[config.mk]
export PLATFORM = sky130hd
export DESIGN_NAME = ppu_top
export DESIGN_NICKNAME = d
export VERILOG_FILES = /design/src/hdl/ppu_pkg.sv /design/src/hdl/frame_timer.sv /design/src/hdl/palette_ram.sv /design/src/hdl/ppu_top.sv /design/src/hdl/ppudata_port.sv /design/src/hdl/reg_file.sv /design/src/hdl/scroll_regs.sv
export VERILOG_INCLUDE_DIRS = /design/src /design/src/include
export SDC_FILE = /design/constraint.sdc
export NUM_CORES = 1
export LEC_CHECK = 0
export BUFFER_PORTS_ARGS = -buffer_cell sky130_fd_sc_hd__buf_4
export CAP_MARGIN = 10
export CORE_ASPECT_RATIO = 0.5
export CORE_MARGIN = 2
export CORE_UTILIZATION = 45
export CTS_CLUSTER_SIZE = 10
export DETAILED_ROUTE_END_ITERATION = 8
export HOLD_SLACK_MARGIN = 0.02
export PLACE_DENSITY = 0.71
export RECOVER_POWER = 100
export SYNTH_ARGS = -nofsm -noshare
export SYNTH_HDL_FRONTEND = slang
export SYNTH_SLANG_ARGS = --single-unit
[constraint.sdc]
create_clock -name clk -period 2.98 [get_ports clk]
set_input_delay 0 -clock clk [delete_from_list [all_inputs] [get_ports clk]]
set_output_delay 0 -clock clk [all_outputs]
set_load 0.01 [all_outputs]
[src/include/ppu_settings.svh]
// Picture processor settings
// Frame geometry, vblank line numbers and palette size
`ifndef PPU_SETTINGS_SVH
`define PPU_SETTINGS_SVH

// Pixels per scanline, one pixel per clk
`define PPU_CYCLES_PER_LINE 341

// First vblank line, NTSC/Vs. and PAL
`define PPU_VBLANK_START_NTSC 241
// Dendy enters vblank fifty lines later
`define PPU_VBLANK_START_DENDY 291

// Last vblank line before the pre-render line
`define PPU_VBLANK_END_NTSC 260
`define PPU_VBLANK_END_PAL 310

// Pre-render line, the -1 line seen as 9 bits
`define PPU_PRE_RENDER_LINE 511

// Palette entries
`define PPU_PALETTE_DEPTH 32

`endif

[src/hdl/ppu_pkg.sv]
// Picture processor types
// CPU bus, decoded strobes, register fields and the VRAM address views
package ppu_pkg;

	typedef enum logic [1:0] {
		sys_ntsc  = 2'd0,
		sys_pal   = 2'd1,
		sys_dendy = 2'd2,
		sys_vs    = 2'd3
	} sys_type_e;

	// CPU register index, $2000..$2007
	typedef enum logic [2:0] {
		reg_ctrl     = 3'd0,
		reg_mask     = 3'd1,
		reg_status   = 3'd2,
		reg_oam_addr = 3'd3, // Ignored
		reg_oam_data = 3'd4, // Ignored
		reg_scroll   = 3'd5,
		reg_addr     = 3'd6,
		reg_data     = 3'd7
	} reg_addr_e;

	typedef struct packed {
		logic      read;
		logic      write;
		reg_addr_e ain;
		logic [7:0] din;
	} cpu_bus_t;

	// One clock wide, decoded once in reg_file
	typedef struct packed {
		logic ctrl_write;
		logic scroll_write;
		logic addr_write;
		logic data_read;
		logic data_write;
		logic status_read;
	} reg_strobe_t;

	typedef struct packed {
		logic       vbl_enable;   // $2000 bit 7
		logic       increment_32; // $2000 bit 2
		logic [1:0] nametable;    // $2000 bits 1..0
	} ctrl_t;

	typedef struct packed {
		logic show_sprites;    // $2001 bit 4
		logic show_background; // $2001 bit 3
		logic grayscale;       // $2001 bit 0
	} mask_t;

	typedef struct packed {
		logic [2:0] fine_y;
		logic [1:0] nametable;
		logic [4:0] coarse_y;
		logic [4:0] coarse_x;
	} scroll_fields_t;

	// Scroll writes see fields, $2006/$2007 see a flat address
	typedef union packed {
		scroll_fields_t f;
		logic [14:0]    flat;
	} vram_addr_u;

	typedef struct packed {
		logic entering_vblank;
		logic exiting_vblank;
	} frame_events_t;

endpackage

[src/hdl/frame_timer.sv]
// Frame timer
// Pixel and scanline counters with vblank entry and exit events
`timescale 1ns/1ps
`include "ppu_settings.svh"

module frame_timer (
	input  logic                    clk,
	input  logic                    reset,
	input  ppu_pkg::sys_type_e      sys_type,
	output logic [8:0]              scanline,
	output logic [8:0]              cycle,
	output ppu_pkg::frame_events_t  events
);

	logic [8:0] vblank_start; // First vblank line for this system
	logic [8:0] vblank_end;   // Line after which the pre-render line follows
	logic       end_of_line;

	// Dendy enters vblank late, PAL and Dendy leave it late
	always_comb begin
		case (sys_type)
			ppu_pkg::sys_pal: begin
				vblank_start = 9'(`PPU_VBLANK_START_NTSC);
				vblank_end   = 9'(`PPU_VBLANK_END_PAL);
			end
			ppu_pkg::sys_dendy: begin
				vblank_start = 9'(`PPU_VBLANK_START_DENDY);
				vblank_end   = 9'(`PPU_VBLANK_END_PAL);
			end
			default: begin // NTSC and Vs.
				vblank_start = 9'(`PPU_VBLANK_START_NTSC);
				vblank_end   = 9'(`PPU_VBLANK_END_NTSC);
			end
		endcase
	end

	assign end_of_line = (cycle == 9'(`PPU_CYCLES_PER_LINE - 1));

	always_ff @(posedge clk) begin
		if (reset) begin
			cycle    <= '0;
			scanline <= '0;
		end else begin
			cycle <= end_of_line ? 9'd0 : cycle + 9'd1;
			if (end_of_line) begin
				if (scanline == vblank_end)
					scanline <= 9'(`PPU_PRE_RENDER_LINE); // Jump to line -1
				else if (scanline == 9'(`PPU_PRE_RENDER_LINE))
					scanline <= 9'd0;
				else
					scanline <= scanline + 9'd1;
			end
		end
	end

	// Flag logic sees these at pixel 0, so the flag reads set from pixel 1
	assign events.entering_vblank = (cycle == 9'd0) && (scanline == vblank_start);
	assign events.exiting_vblank  = (cycle == 9'd0) && (scanline == 9'(`PPU_PRE_RENDER_LINE));

endmodule

[src/hdl/palette_ram.sv]
// Palette RAM
// 32 colour entries with backdrop mirroring and grayscale output
`timescale 1ns/1ps
`include "ppu_settings.svh"

module palette_ram (
	input  logic       clk,
	input  logic [4:0] index,
	input  logic       write,
	input  logic [5:0] wdata,
	input  logic       grayscale,
	output logic [5:0] color
);

	logic [5:0] mem [`PPU_PALETTE_DEPTH];
	logic [4:0] addr;
	logic [5:0] raw;

	// Entries 10/14/18/1C share storage with 00/04/08/0C
	assign addr = (index[1:0] == 2'b00) ? {1'b0, index[3:0]} : index;
	assign raw  = mem[addr];

	always_ff @(posedge clk) begin
		if (write)
			mem[addr] <= wdata;
	end

	assign color = grayscale ? {raw[5:4], 4'b0000} : raw; // Keep luma only

endmodule

[src/hdl/ppu_top.sv]
// Picture processor register and timing core
// Frame timer, CPU registers, scroll/address pair, data port and palette
`timescale 1ns/1ps

module ppu_top (
	input  logic                clk,
	input  logic                reset,
	input  ppu_pkg::sys_type_e  sys_type,
	input  ppu_pkg::cpu_bus_t   cpu,      // Held for one clock per access
	input  logic [7:0]          vram_din,
	output logic [7:0]          dout,
	output logic                nmi,
	output logic [13:0]         vram_a,
	output logic                vram_r,
	output logic                vram_w,
	output logic [7:0]          vram_dout,
	output logic [5:0]          color,
	output logic [8:0]          scanline,
	output logic [8:0]          cycle
);

	ppu_pkg::frame_events_t events;
	ppu_pkg::reg_strobe_t   strobes;
	ppu_pkg::ctrl_t         ctrl;
	ppu_pkg::mask_t         mask;
	ppu_pkg::vram_addr_u    v;
	logic [7:0]             read_buffer;
	logic                   palette_hit;
	logic                   palette_write;
	logic [4:0]             palette_index;

	frame_timer u_frame_timer (
		.clk(clk), .reset(reset), .sys_type(sys_type),
		.scanline(scanline), .cycle(cycle), .events(events)
	);

	reg_file u_reg_file (
		.clk(clk), .reset(reset), .cpu(cpu), .events(events),
		.read_buffer(read_buffer),
		.palette_byte(color), // Palette reads return the displayed colour
		.palette_hit(palette_hit),
		.strobes(strobes), .ctrl(ctrl), .mask(mask), .nmi(nmi), .dout(dout)
	);

	scroll_regs u_scroll_regs (
		.clk(clk), .reset(reset), .din(cpu.din), .strobes(strobes), .ctrl(ctrl), .v(v)
	);

	ppudata_port u_ppudata_port (
		.clk(clk), .reset(reset), .strobes(strobes), .din(cpu.din), .v(v),
		.vram_din(vram_din), .vram_a(vram_a), .vram_r(vram_r), .vram_w(vram_w),
		.vram_dout(vram_dout), .read_buffer(read_buffer), .palette_hit(palette_hit),
		.palette_write(palette_write), .palette_index(palette_index)
	);

	palette_ram u_palette_ram (
		.clk(clk), .index(palette_index), .write(palette_write),
		.wdata(cpu.din[5:0]), // Top two bits are not stored
		.grayscale(mask.grayscale), .color(color)
	);

endmodule

[src/hdl/ppudata_port.sv]
// $2007 data port
// Routes accesses to VRAM or palette and keeps the buffered read byte
`timescale 1ns/1ps

module ppudata_port (
	input  logic                  clk,
	input  logic                  reset,
	input  ppu_pkg::reg_strobe_t  strobes,
	input  logic [7:0]            din,
	input  ppu_pkg::vram_addr_u   v,
	input  logic [7:0]            vram_din,
	output logic [13:0]           vram_a,
	output logic                  vram_r,
	output logic                  vram_w,
	output logic [7:0]            vram_dout,
	output logic [7:0]            read_buffer,
	output logic                  palette_hit,
	output logic                  palette_write,
	output logic [4:0]            palette_index
);

	logic read_pending; // VRAM answers one clock after vram_r

	// 3F00..3FFF, bit 14 is not on the bus
	assign palette_hit = (v.flat[13:8] == 6'h3F);

	assign vram_a    = v.flat[13:0];
	assign vram_dout = din;
	assign vram_r    = strobes.data_read && !palette_hit;
	assign vram_w    = strobes.data_write && !palette_hit;

	assign palette_write = strobes.data_write && palette_hit;
	// Backdrop entry shows on color outside palette access
	assign palette_index = palette_hit ? v.flat[4:0] : 5'd0;

	always_ff @(posedge clk) begin
		if (reset) begin
			read_pending <= 1'b0;
			read_buffer  <= '0;
		end else begin
			read_pending <= vram_r;
			if (read_pending)
				read_buffer <= vram_din; // Seen by the next $2007 read
		end
	end

endmodule

[src/hdl/reg_file.sv]
// CPU register file
// Decodes accesses, holds $2000/$2001, the vblank flag and the dout latch
`timescale 1ns/1ps

module reg_file (
	input  logic                    clk,
	input  logic                    reset,
	input  ppu_pkg::cpu_bus_t       cpu,
	input  ppu_pkg::frame_events_t  events,
	input  logic [7:0]              read_buffer,
	input  logic [5:0]              palette_byte,
	input  logic                    palette_hit,
	output ppu_pkg::reg_strobe_t    strobes,
	output ppu_pkg::ctrl_t          ctrl,
	output ppu_pkg::mask_t          mask,
	output logic                    nmi,
	output logic [7:0]              dout
);

	logic mask_write; // Only this block needs it
	logic vbl_flag;   // Set in vblank, cleared by exit or $2002 read

	// Single place where ain is decoded
	always_comb begin
		strobes.ctrl_write   = cpu.write && (cpu.ain == ppu_pkg::reg_ctrl);
		strobes.scroll_write = cpu.write && (cpu.ain == ppu_pkg::reg_scroll);
		strobes.addr_write   = cpu.write && (cpu.ain == ppu_pkg::reg_addr);
		strobes.data_write   = cpu.write && (cpu.ain == ppu_pkg::reg_data);
		strobes.data_read    = cpu.read && (cpu.ain == ppu_pkg::reg_data);
		strobes.status_read  = cpu.read && (cpu.ain == ppu_pkg::reg_status);
		mask_write           = cpu.write && (cpu.ain == ppu_pkg::reg_mask);
	end

	always_ff @(posedge clk) begin
		if (reset) begin
			ctrl     <= '0;
			mask     <= '0;
			vbl_flag <= 1'b0;
			dout     <= '0;
		end else begin
			if (strobes.ctrl_write) begin
				ctrl.vbl_enable   <= cpu.din[7];
				ctrl.increment_32 <= cpu.din[2];
				ctrl.nametable    <= cpu.din[1:0];
			end
			if (mask_write) begin
				mask.show_sprites    <= cpu.din[4];
				mask.show_background <= cpu.din[3];
				mask.grayscale       <= cpu.din[0];
			end

			// Status read wins over a same-cycle vblank entry
			if (strobes.status_read || events.exiting_vblank)
				vbl_flag <= 1'b0;
			else if (events.entering_vblank)
				vbl_flag <= 1'b1;

			if (cpu.write)
				dout <= cpu.din; // Any write lands on the bus
			else if (strobes.status_read)
				dout <= {vbl_flag, 2'b00, dout[4:0]}; // No sprite flags, low bits stay
			else if (strobes.data_read)
				dout <= palette_hit ? {2'b00, palette_byte} : read_buffer;
		end
	end

	assign nmi = vbl_flag && ctrl.vbl_enable;

endmodule

[src/hdl/scroll_regs.sv]
// Scroll and address registers
// Temporary address t, current address v and the shared write toggle
`timescale 1ns/1ps

module scroll_regs (
	input  logic                  clk,
	input  logic                  reset,
	input  logic [7:0]            din,
	input  ppu_pkg::reg_strobe_t  strobes,
	input  ppu_pkg::ctrl_t        ctrl,
	output ppu_pkg::vram_addr_u   v
);

	ppu_pkg::vram_addr_u t;      // Loaded by $2000, $2005 and $2006
	logic                toggle; // 0 first write, 1 second write
	logic [14:0]         step;

	assign step = ctrl.increment_32 ? 15'd32 : 15'd1; // Across or down

	always_ff @(posedge clk) begin
		if (reset) begin
			t      <= '0;
			v      <= '0;
			toggle <= 1'b0;
		end else if (strobes.ctrl_write) begin
			t.f.nametable <= din[1:0];
		end else if (strobes.scroll_write) begin
			if (!toggle)
				t.f.coarse_x <= din[7:3];
			else begin
				t.f.coarse_y <= din[7:3];
				t.f.fine_y   <= din[2:0];
			end
			toggle <= !toggle;
		end else if (strobes.addr_write) begin
			if (!toggle) begin
				t.flat[14]   <= 1'b0; // Only six address bits in the high byte
				t.flat[13:8] <= din[5:0];
			end else begin
				t.flat[7:0] <= din;
				v.flat      <= {t.flat[14:8], din}; // Second write commits
			end
			toggle <= !toggle;
		end else if (strobes.status_read) begin
			toggle <= 1'b0;
		end else if (strobes.data_read || strobes.data_write) begin
			v.flat <= v.flat + step;
		end
	end

endmodule

# Word level (Yosys, flattened, before mapping)

Memory sizes are Yosys's and may differ from the RTL's.
Cells that the tools add are included.

Add/sub/neg operators: 3
Equal/unequal tests: 19
Muxes and demuxes: 31
Bitwise gates (word level): 2
Reduce and logical (&&, ||, !) cells: 34

Operators with widths:

| kind                | number |
|---|---|
| $mux 15             | 5 |
| $mux 8              | 5 |
| $mux 9              | 3 |
| $mux 5              | 4 |
| $add 9x1->9 const B | 2 |
| $eq 9x9->1          | 2 |
| $eq 9x9->1 const B  | 2 |
| $add 15x15->15      | 1 |
| $logic_and 1x1->1   | 13 |
| $mux 6              | 2 |
| $mux 10             | 1 |
| $eq 3x3->1 const B  | 3 |
| $logic_not 9->1     | 1 |
| $ne 2x2->1 const B  | 4 |
| $reduce_bool 2->1   | 4 |
| $mux 7              | 1 |
| $eq 6x6->1 const B  | 1 |
| $mux 3              | 2 |
| $ne 2x1->1 const B  | 3 |
| $reduce_bool 3->1   | 2 |
| $reduce_or 2->1     | 3 |
| $mux 1              | 5 |
| $reduce_and 5->1    | 1 |
| $mux 2              | 2 |
| other kinds (13)    | 17 |

Register bits after elaboration: 62
RAM bits: 192
Bits of input ports: 25
Output and inout bits: 57
Logic and storage cells: 104
Memories kept: 1

Memories:

| name              | words | bits a word | rd ports | clocked after memory_dff | write ports | RTL line          | source |
|---|---|---|---|---|---|---|---|
| u_palette_ram.mem | 32    | 6           | 1        | 0                        | 1           | palette_ram.sv:15 | `` logic [5:0] mem [`PPU_PALETTE_DEPTH]; `` |

# Depth between registers and ports, before layout

An unclocked memory read counts as a cell.

Depth after elaboration: 10
Gate-level depth with buffers: 11
Depth with buffers taken out: 10

# Cells and area by module

A second synthesis with hierarchy kept.

Cells, all modules: 831
Area total of the unflattened synthesis: 10,691.5 sq um

By module, submodules not included:

| module       | times used | cells each | area each (sq um) | seq. area each (sq um) |
|---|---|---|---|---|
| palette_ram  | 1          | 370        | 6,792.8           | 5,044.8 |
| scroll_regs  | 1          | 173        | 1,391.3           | 460.4 |
| frame_timer  | 1          | 127        | 1,073.5           | 360.3 |
| reg_file     | 1          | 93         | 857.1             | 320.3 |
| ppudata_port | 1          | 68         | 576.8             | 180.2 |

# Least setup slack after synthesis

OpenSTA, ideal clock, no wires.

Kind: register to register
From: register u_scroll_regs.v[11] (netlist name)
To: memory u_palette_ram.mem[7][0], enable pin
Library setup time: 386 ps
Data arrival time: 2,310 ps
Required time: 2,594 ps
Setup slack: 284 ps
Cell stages (with the launch flop): 9
Buffers on the path: 3
Period minus slack after synthesis: 2,696 ps
Path through: dfxtp_1 and3_1 buf_4 nand2_2 buf_6 buf_2 nor2_1 nand3_1 nor4_1

Word-level cells in the longest chain between the ends: 4
Elaborated cells between the ends (all ways): 7
Those cells by class: 1 x eq/ne; 4 x mux; 2 x reduce/logical

Ends and longest elaborated chain:

| item                                        | RTL line                               | source |
|---|---|---|
| from (decl)                                 | scroll_regs.sv:11                      | `output ppu_pkg::vram_addr_u v` |
| $eq 6x6->1 (*)                              | ppudata_port.sv:25                     | `assign palette_hit = (v.flat[13:8] == 6'h3F);` |
| $mux 5 or $logic_and 1x1->1 (tied branches) | ppudata_port.sv:34, ppudata_port.sv:32 |  |
| $logic_not 2->1 or $mux 1 (tied branches)   | palette_ram.sv:20, palette_ram.sv:24   |  |
| $mux 5 or $mux 1 (tied branches)            | palette_ram.sv:20, palette_ram.sv:25   |  |
| to (decl)                                   | palette_ram.sv:15                      |  |

Mark *: on every way between the ends. The rest lies on a longest branch, timed or not.

# Worst setup path after layout

From: register u_scroll_regs.v[13] (netlist name)
To: output port color[3]

Word-level cells in the longest chain between the ends: 6

Ends and longest elaborated chain:

| item             | RTL line           | source |
|---|---|---|
| $eq 6x6->1 (*)   | ppudata_port.sv:25 |  |
| $mux 5 (*)       | ppudata_port.sv:34 | `assign palette_index = palette_hit ? v.flat[4:0] : 5'd0;` |
| $logic_not 2->1  | palette_ram.sv:20  | `assign addr = (index[1:0] == 2'b00) ? {1'b0, index[3:0]} : index;` |
| $mux 5 (*)       | palette_ram.sv:20  |  |
| $mem_v2 32x6 (*) | -                  |  |
| $mux 4 (*)       | palette_ram.sv:28  | `assign color = grayscale ? {raw[5:4], 4'b0000} : raw;` |
| to (decl)        | ppu_top.sv:17      | `output logic [5:0] color,` |

Marked as above.

==> results.json <==
{
  "synth_area_um2": 11080,
  "r2r_cells": 9,
  "comb_power_share": 0.068,
  "finalSetupViolations": 0,
  "cts_tree": "built",
  "clk_path_buf_depth": 3,
  "drtIter0Drc": 1195,
  "hp-class": "in -> reg",
  "hp-start": "sys_type[1]",
  "netlist_instances": 923,
  "maxCapViolCount": 5,
  "synth_top_cell_by_area": "edfxtp_1",
  "crit_type": "reg -> out",
  "die_x_um": 225.9,
  "hold_viol": 0,
  "clock_skew_ps": 19.93,
  "final_layout_size_suffix_gt1_frac": 0.1451,
  "synth_area_leaders": "edfxtp_1, dfxtp_1, nor2_1",
  "drt-wirelength-per-cell_um": 22.31,
  "pre_cts_slack_ps": -96.27,
  "switching_share": 0.2267,
  "cp_max_fo": 13,
  "setup_slack_ps": 25.79,
  "period_needed_ps": 2954,
  "grt_usage": 0.2459,
  "r2r-start": "u_scroll_regs.v[10]$_SDFFE_PP0P_",
  "worst_pin_slew_ps": 2108,
  "cts_sinks": 244,
  "min_path_cells": 6,
  "grt_overflow": 0,
  "dp_hpwl_mm": 19.74,
  "die_y_um": 114.9,
  "power_switching_uw": 1670,
  "vias": 8600,
  "nets": 1108,
  "grt_antenna_before_repair": 0,
  "internal_power_uw": 5695,
  "io_pins": 82,
  "status": "finished with violations",
  "max_freq_ghz": 0.3385,
  "core_area_um2": 24070,
  "seq_power_share": 0.507,
  "grt_max_degree": 55,
  "synth.top_cell.area_share": 0.4988,
  "synth.avg_cell_area_um2": 12.00,
  "ys_seq_elements": 244,
  "finalWeightedCongestion": 0.9042,
  "start_util": 0.4602,
  "maxSlewViolCount": 184,
  "end_kind": "output port",
  "finalCritPeriodShare": 0.9913,
  "syn2layout_area_growth_pct": 19.71,
  "drt-pass1-iter-count": 7,
  "htree_levels": 1,
  "violations": "max-capacitance violations, max-slew violations",
  "synth_edf_count": 184,
  "min_to": "u_reg_file.vbl_flag$_SDFFE_PP0P_",
  "relSlewSlack": -0.4051,
  "clkPwrFrac": 0.426,
  "cp-start-kind": "register",
  "final_core_util": 0.5509,
  "worst_ir_drop_vdd_mv": 0.4201,
  "drc": 0,
  "p_leak_uw": 0.004389,
  "synth.distinct_cells": 79,
  "clk_pin_slew_ps": 60,
  "std_cell_rows": 40,
  "rr_endpoint": "u_reg_file.dout[6]$_SDFFE_PP0P_",
  "grt_pass1_wl_mm": 48.77,
  "worstPathArrival_ps": 2950,
  "totalPowerFinal_uw": 7364,
  "cp.required_ps": 2980,
  "powerDensity_nw_per_um2": 555.3,
  "diodes": 0,
  "post_drt_via_cell_ratio": 6.006,
  "reg2reg_slack_ps": 200,
  "die-area_um2": 25960,
  "ys.flop_type": "edfxtp_1",
  "ys_async_sr_fraction": 0,
  "numCtsBuffers": 28,
  "clk_latency_ps": 550,
  "root_buffer": "clkbuf_16",
  "port_buffers": 81,
  "ant_nets": 0,
  "routed_wl_mm": 31.95,
  "first_global_vias": 8276,
  "yosysWarnings": 0,
  "synth-seq-area-share": 0.6072
}
cells by family (layout without fill, tap and decap cells):
| kind of cell | Yosys count | in the layout | share of synthesized area |
|---|---|---|---|
| AO/OA/AOI/OAI | 216 | 216 | 0.1259 |
| flip-flops | 244 | 244 | 0.6072 |
| AND/OR/NAND/NOR | 300 | 300 | 0.1381 |
| multiplexers | 59 | 59 | 0.07262 |
| adder cells (fa/ha/maj) | 8 | 8 | 0.009036 |
| buffers and inverters | 89 | 247 | 0.04201 |
| XOR/XNOR | 6 | 6 | 0.004744 |
| other | 1 | 16 | 0.0003385 |
Yosys cell counts, types with 3 or more instances:
master	n
or2_2	5
nor2b_1	7
dfxtp_1	60
nor4_1	12
a21o_1	3
o211ai_1	3
nor4b_1	5
nor3b_1	11
and2_1	3
a221oi_1	4
a21oi_1	62
a31oi_1	6
o221ai_1	11
a22oi_1	3
clkbuf_1	34
xor2_1	5
nand4_1	6
buf_2	15
or3_1	5
buf_4	19
mux4_2	12
a311oi_1	5
nand2_1	52
nand3b_1	6
nor2_1	106
edfxtp_1	184
o2111ai_1	5
and3_1	10
nand3_1	18
buf_6	4
a2111oi_0	4
o22ai_1	11
ha_1	8
nor3_1	31
nand2b_1	6
a41oi_1	8
inv_1	12
mux4_1	3
o21ai_0	52
mux2i_1	32
buf_1	3
a211oi_1	17
mux2_2	12
sequential cells by signal, indices dropped and copies added (netlist names):
name                         count
u_scroll_regs.v                 14
u_frame_timer.cycle              9
u_scroll_regs.toggle             1
u_ppudata_port.read_buffer       8
u_frame_timer.scanline           9
u_reg_file.ctrl                  2
u_palette_ram.mem              184
u_reg_file.mask                  1
u_reg_file.dout                  8
u_reg_file.vbl_flag              1
u_scroll_regs.t                  6
u_ppudata_port.read_pending      1
cell usage in the layout (no fill, tap or decap), types with 4 or more instances in the layout:
master         netlist  final
a221oi_1             4      4
nor3b_1             11     11
nor3_1              31     32
nand3b_1             6      6
conb_1               1     16
a21oi_1             62     63
mux2i_1             32     32
o22ai_1             11     11
buf_4               19     68
a41oi_1              8      8
nor4_1              12     11
mux4_2              12     12
o21ai_0             52     51
a211oi_1            17     17
clkbuf_16            0     29
nand2b_1             6      5
o221ai_1            11     10
a31oi_1              6      6
o2111ai_1            5      5
nand4_1              6      6
inv_1               12     12
xor2_1               5      5
and3_1              10     10
dlygate4sd3_1        0     36
clkbuf_1            34     91
or2_2                5      5
or3_1                5      5
dfxtp_1             60     55
nor4b_1              5      5
edfxtp_1           184    184
nand2_1             52     52
mux2_2              12     12
nand3_1             18     18
nor2_1             106    106
nor2b_1              7      7
ha_1                 8      8
metrics by stage:
stage	setup TNS, ps	std cells	cell area [um^2]	hold WS (ps)
finish	0	1432	13260	177.1
global route	-32.73	1432	13260	225.8
CTS	0	1423	13410	141.9
detailed placement	-96.27	1332	12170	229.0
global placement	-87.78	1332	12170	229.5
floorplan	0	938	11130	91.77
power groups by stage:
stage / sequential (uW) / combinational (uW) / clock (uW)
2_1_floorplan: 3780 / 279 / 0
3_3_place_gp: 3810 / 444 / 0
3_5_place_dp: 3810 / 451 / 0
4_1_cts: 3730 / 505 / 3150
5_1_grt: 3730 / 534 / 3290
6_report: 3730 / 498 / 3140
area by class of cell:
| class | count | area [um^2] |
|---|---|---|
| fill | 2038 | 10810 |
| inverter | 13 | 48.80 |
| clock buffer | 50 | 804.5 |
| sequential | 244 | 6738 |
| timing repair buffer | 183 | 1251 |
| tap | 336 | 420.4 |
| multi-input combinational | 605 | 3993 |
| clock inverter | 1 | 6.256 |
layer usage:
layer  up-vias  global-route usage  routed length (um)
li1       3827                   -                   -
met1      4200              0.3422               13320
met2       490              0.3979               14690
met3        83             0.05009                3107
met4         0             0.06402                 828
met5         -                   0                   0
worst max path at each step:
stage	endpoint	slack [ps]	depth (start not counted)	startpoint
CTS	color[5]	2	7	u_scroll_regs.v[11]$_SDFFE_PP0P_
finish	color[3]	30	7	u_scroll_regs.v[13]$_SDFFE_PP0P_
detailed placement	u_reg_file.dout[2]$_SDFFE_PP0P_	-100	9	u_scroll_regs.v[0]$_SDFFE_PP0P_
global placement	u_reg_file.dout[2]$_SDFFE_PP0P_	-90	9	u_scroll_regs.v[0]$_SDFFE_PP0P_
global route	color[3]	-30	7	u_scroll_regs.v[9]$_SDFFE_PP0P_
floorplan	u_palette_ram.mem[7][0]$_DFFE_PP_	280	8	u_scroll_regs.v[11]$_SDFFE_PP0P_
worst max-delay path, stage by stage, from the launching register on:
cell and delay [ps]:
dfxtp_1 430, and3_1 220, buf_4 270, nand3_2 280
a211o_1 360, a311oi_2 410, a32o_1 230, clkbuf_1 210
timing repair:
action                                 CTS  global route
hold buffers                            36             0
gates resized for setup                  8             9
pin swaps                                2             4
setup endpoints to repair                4             4
setup buffers                            4             9
endpoints found under the hold margin  230             0
(Power assumes the default switching activity.)
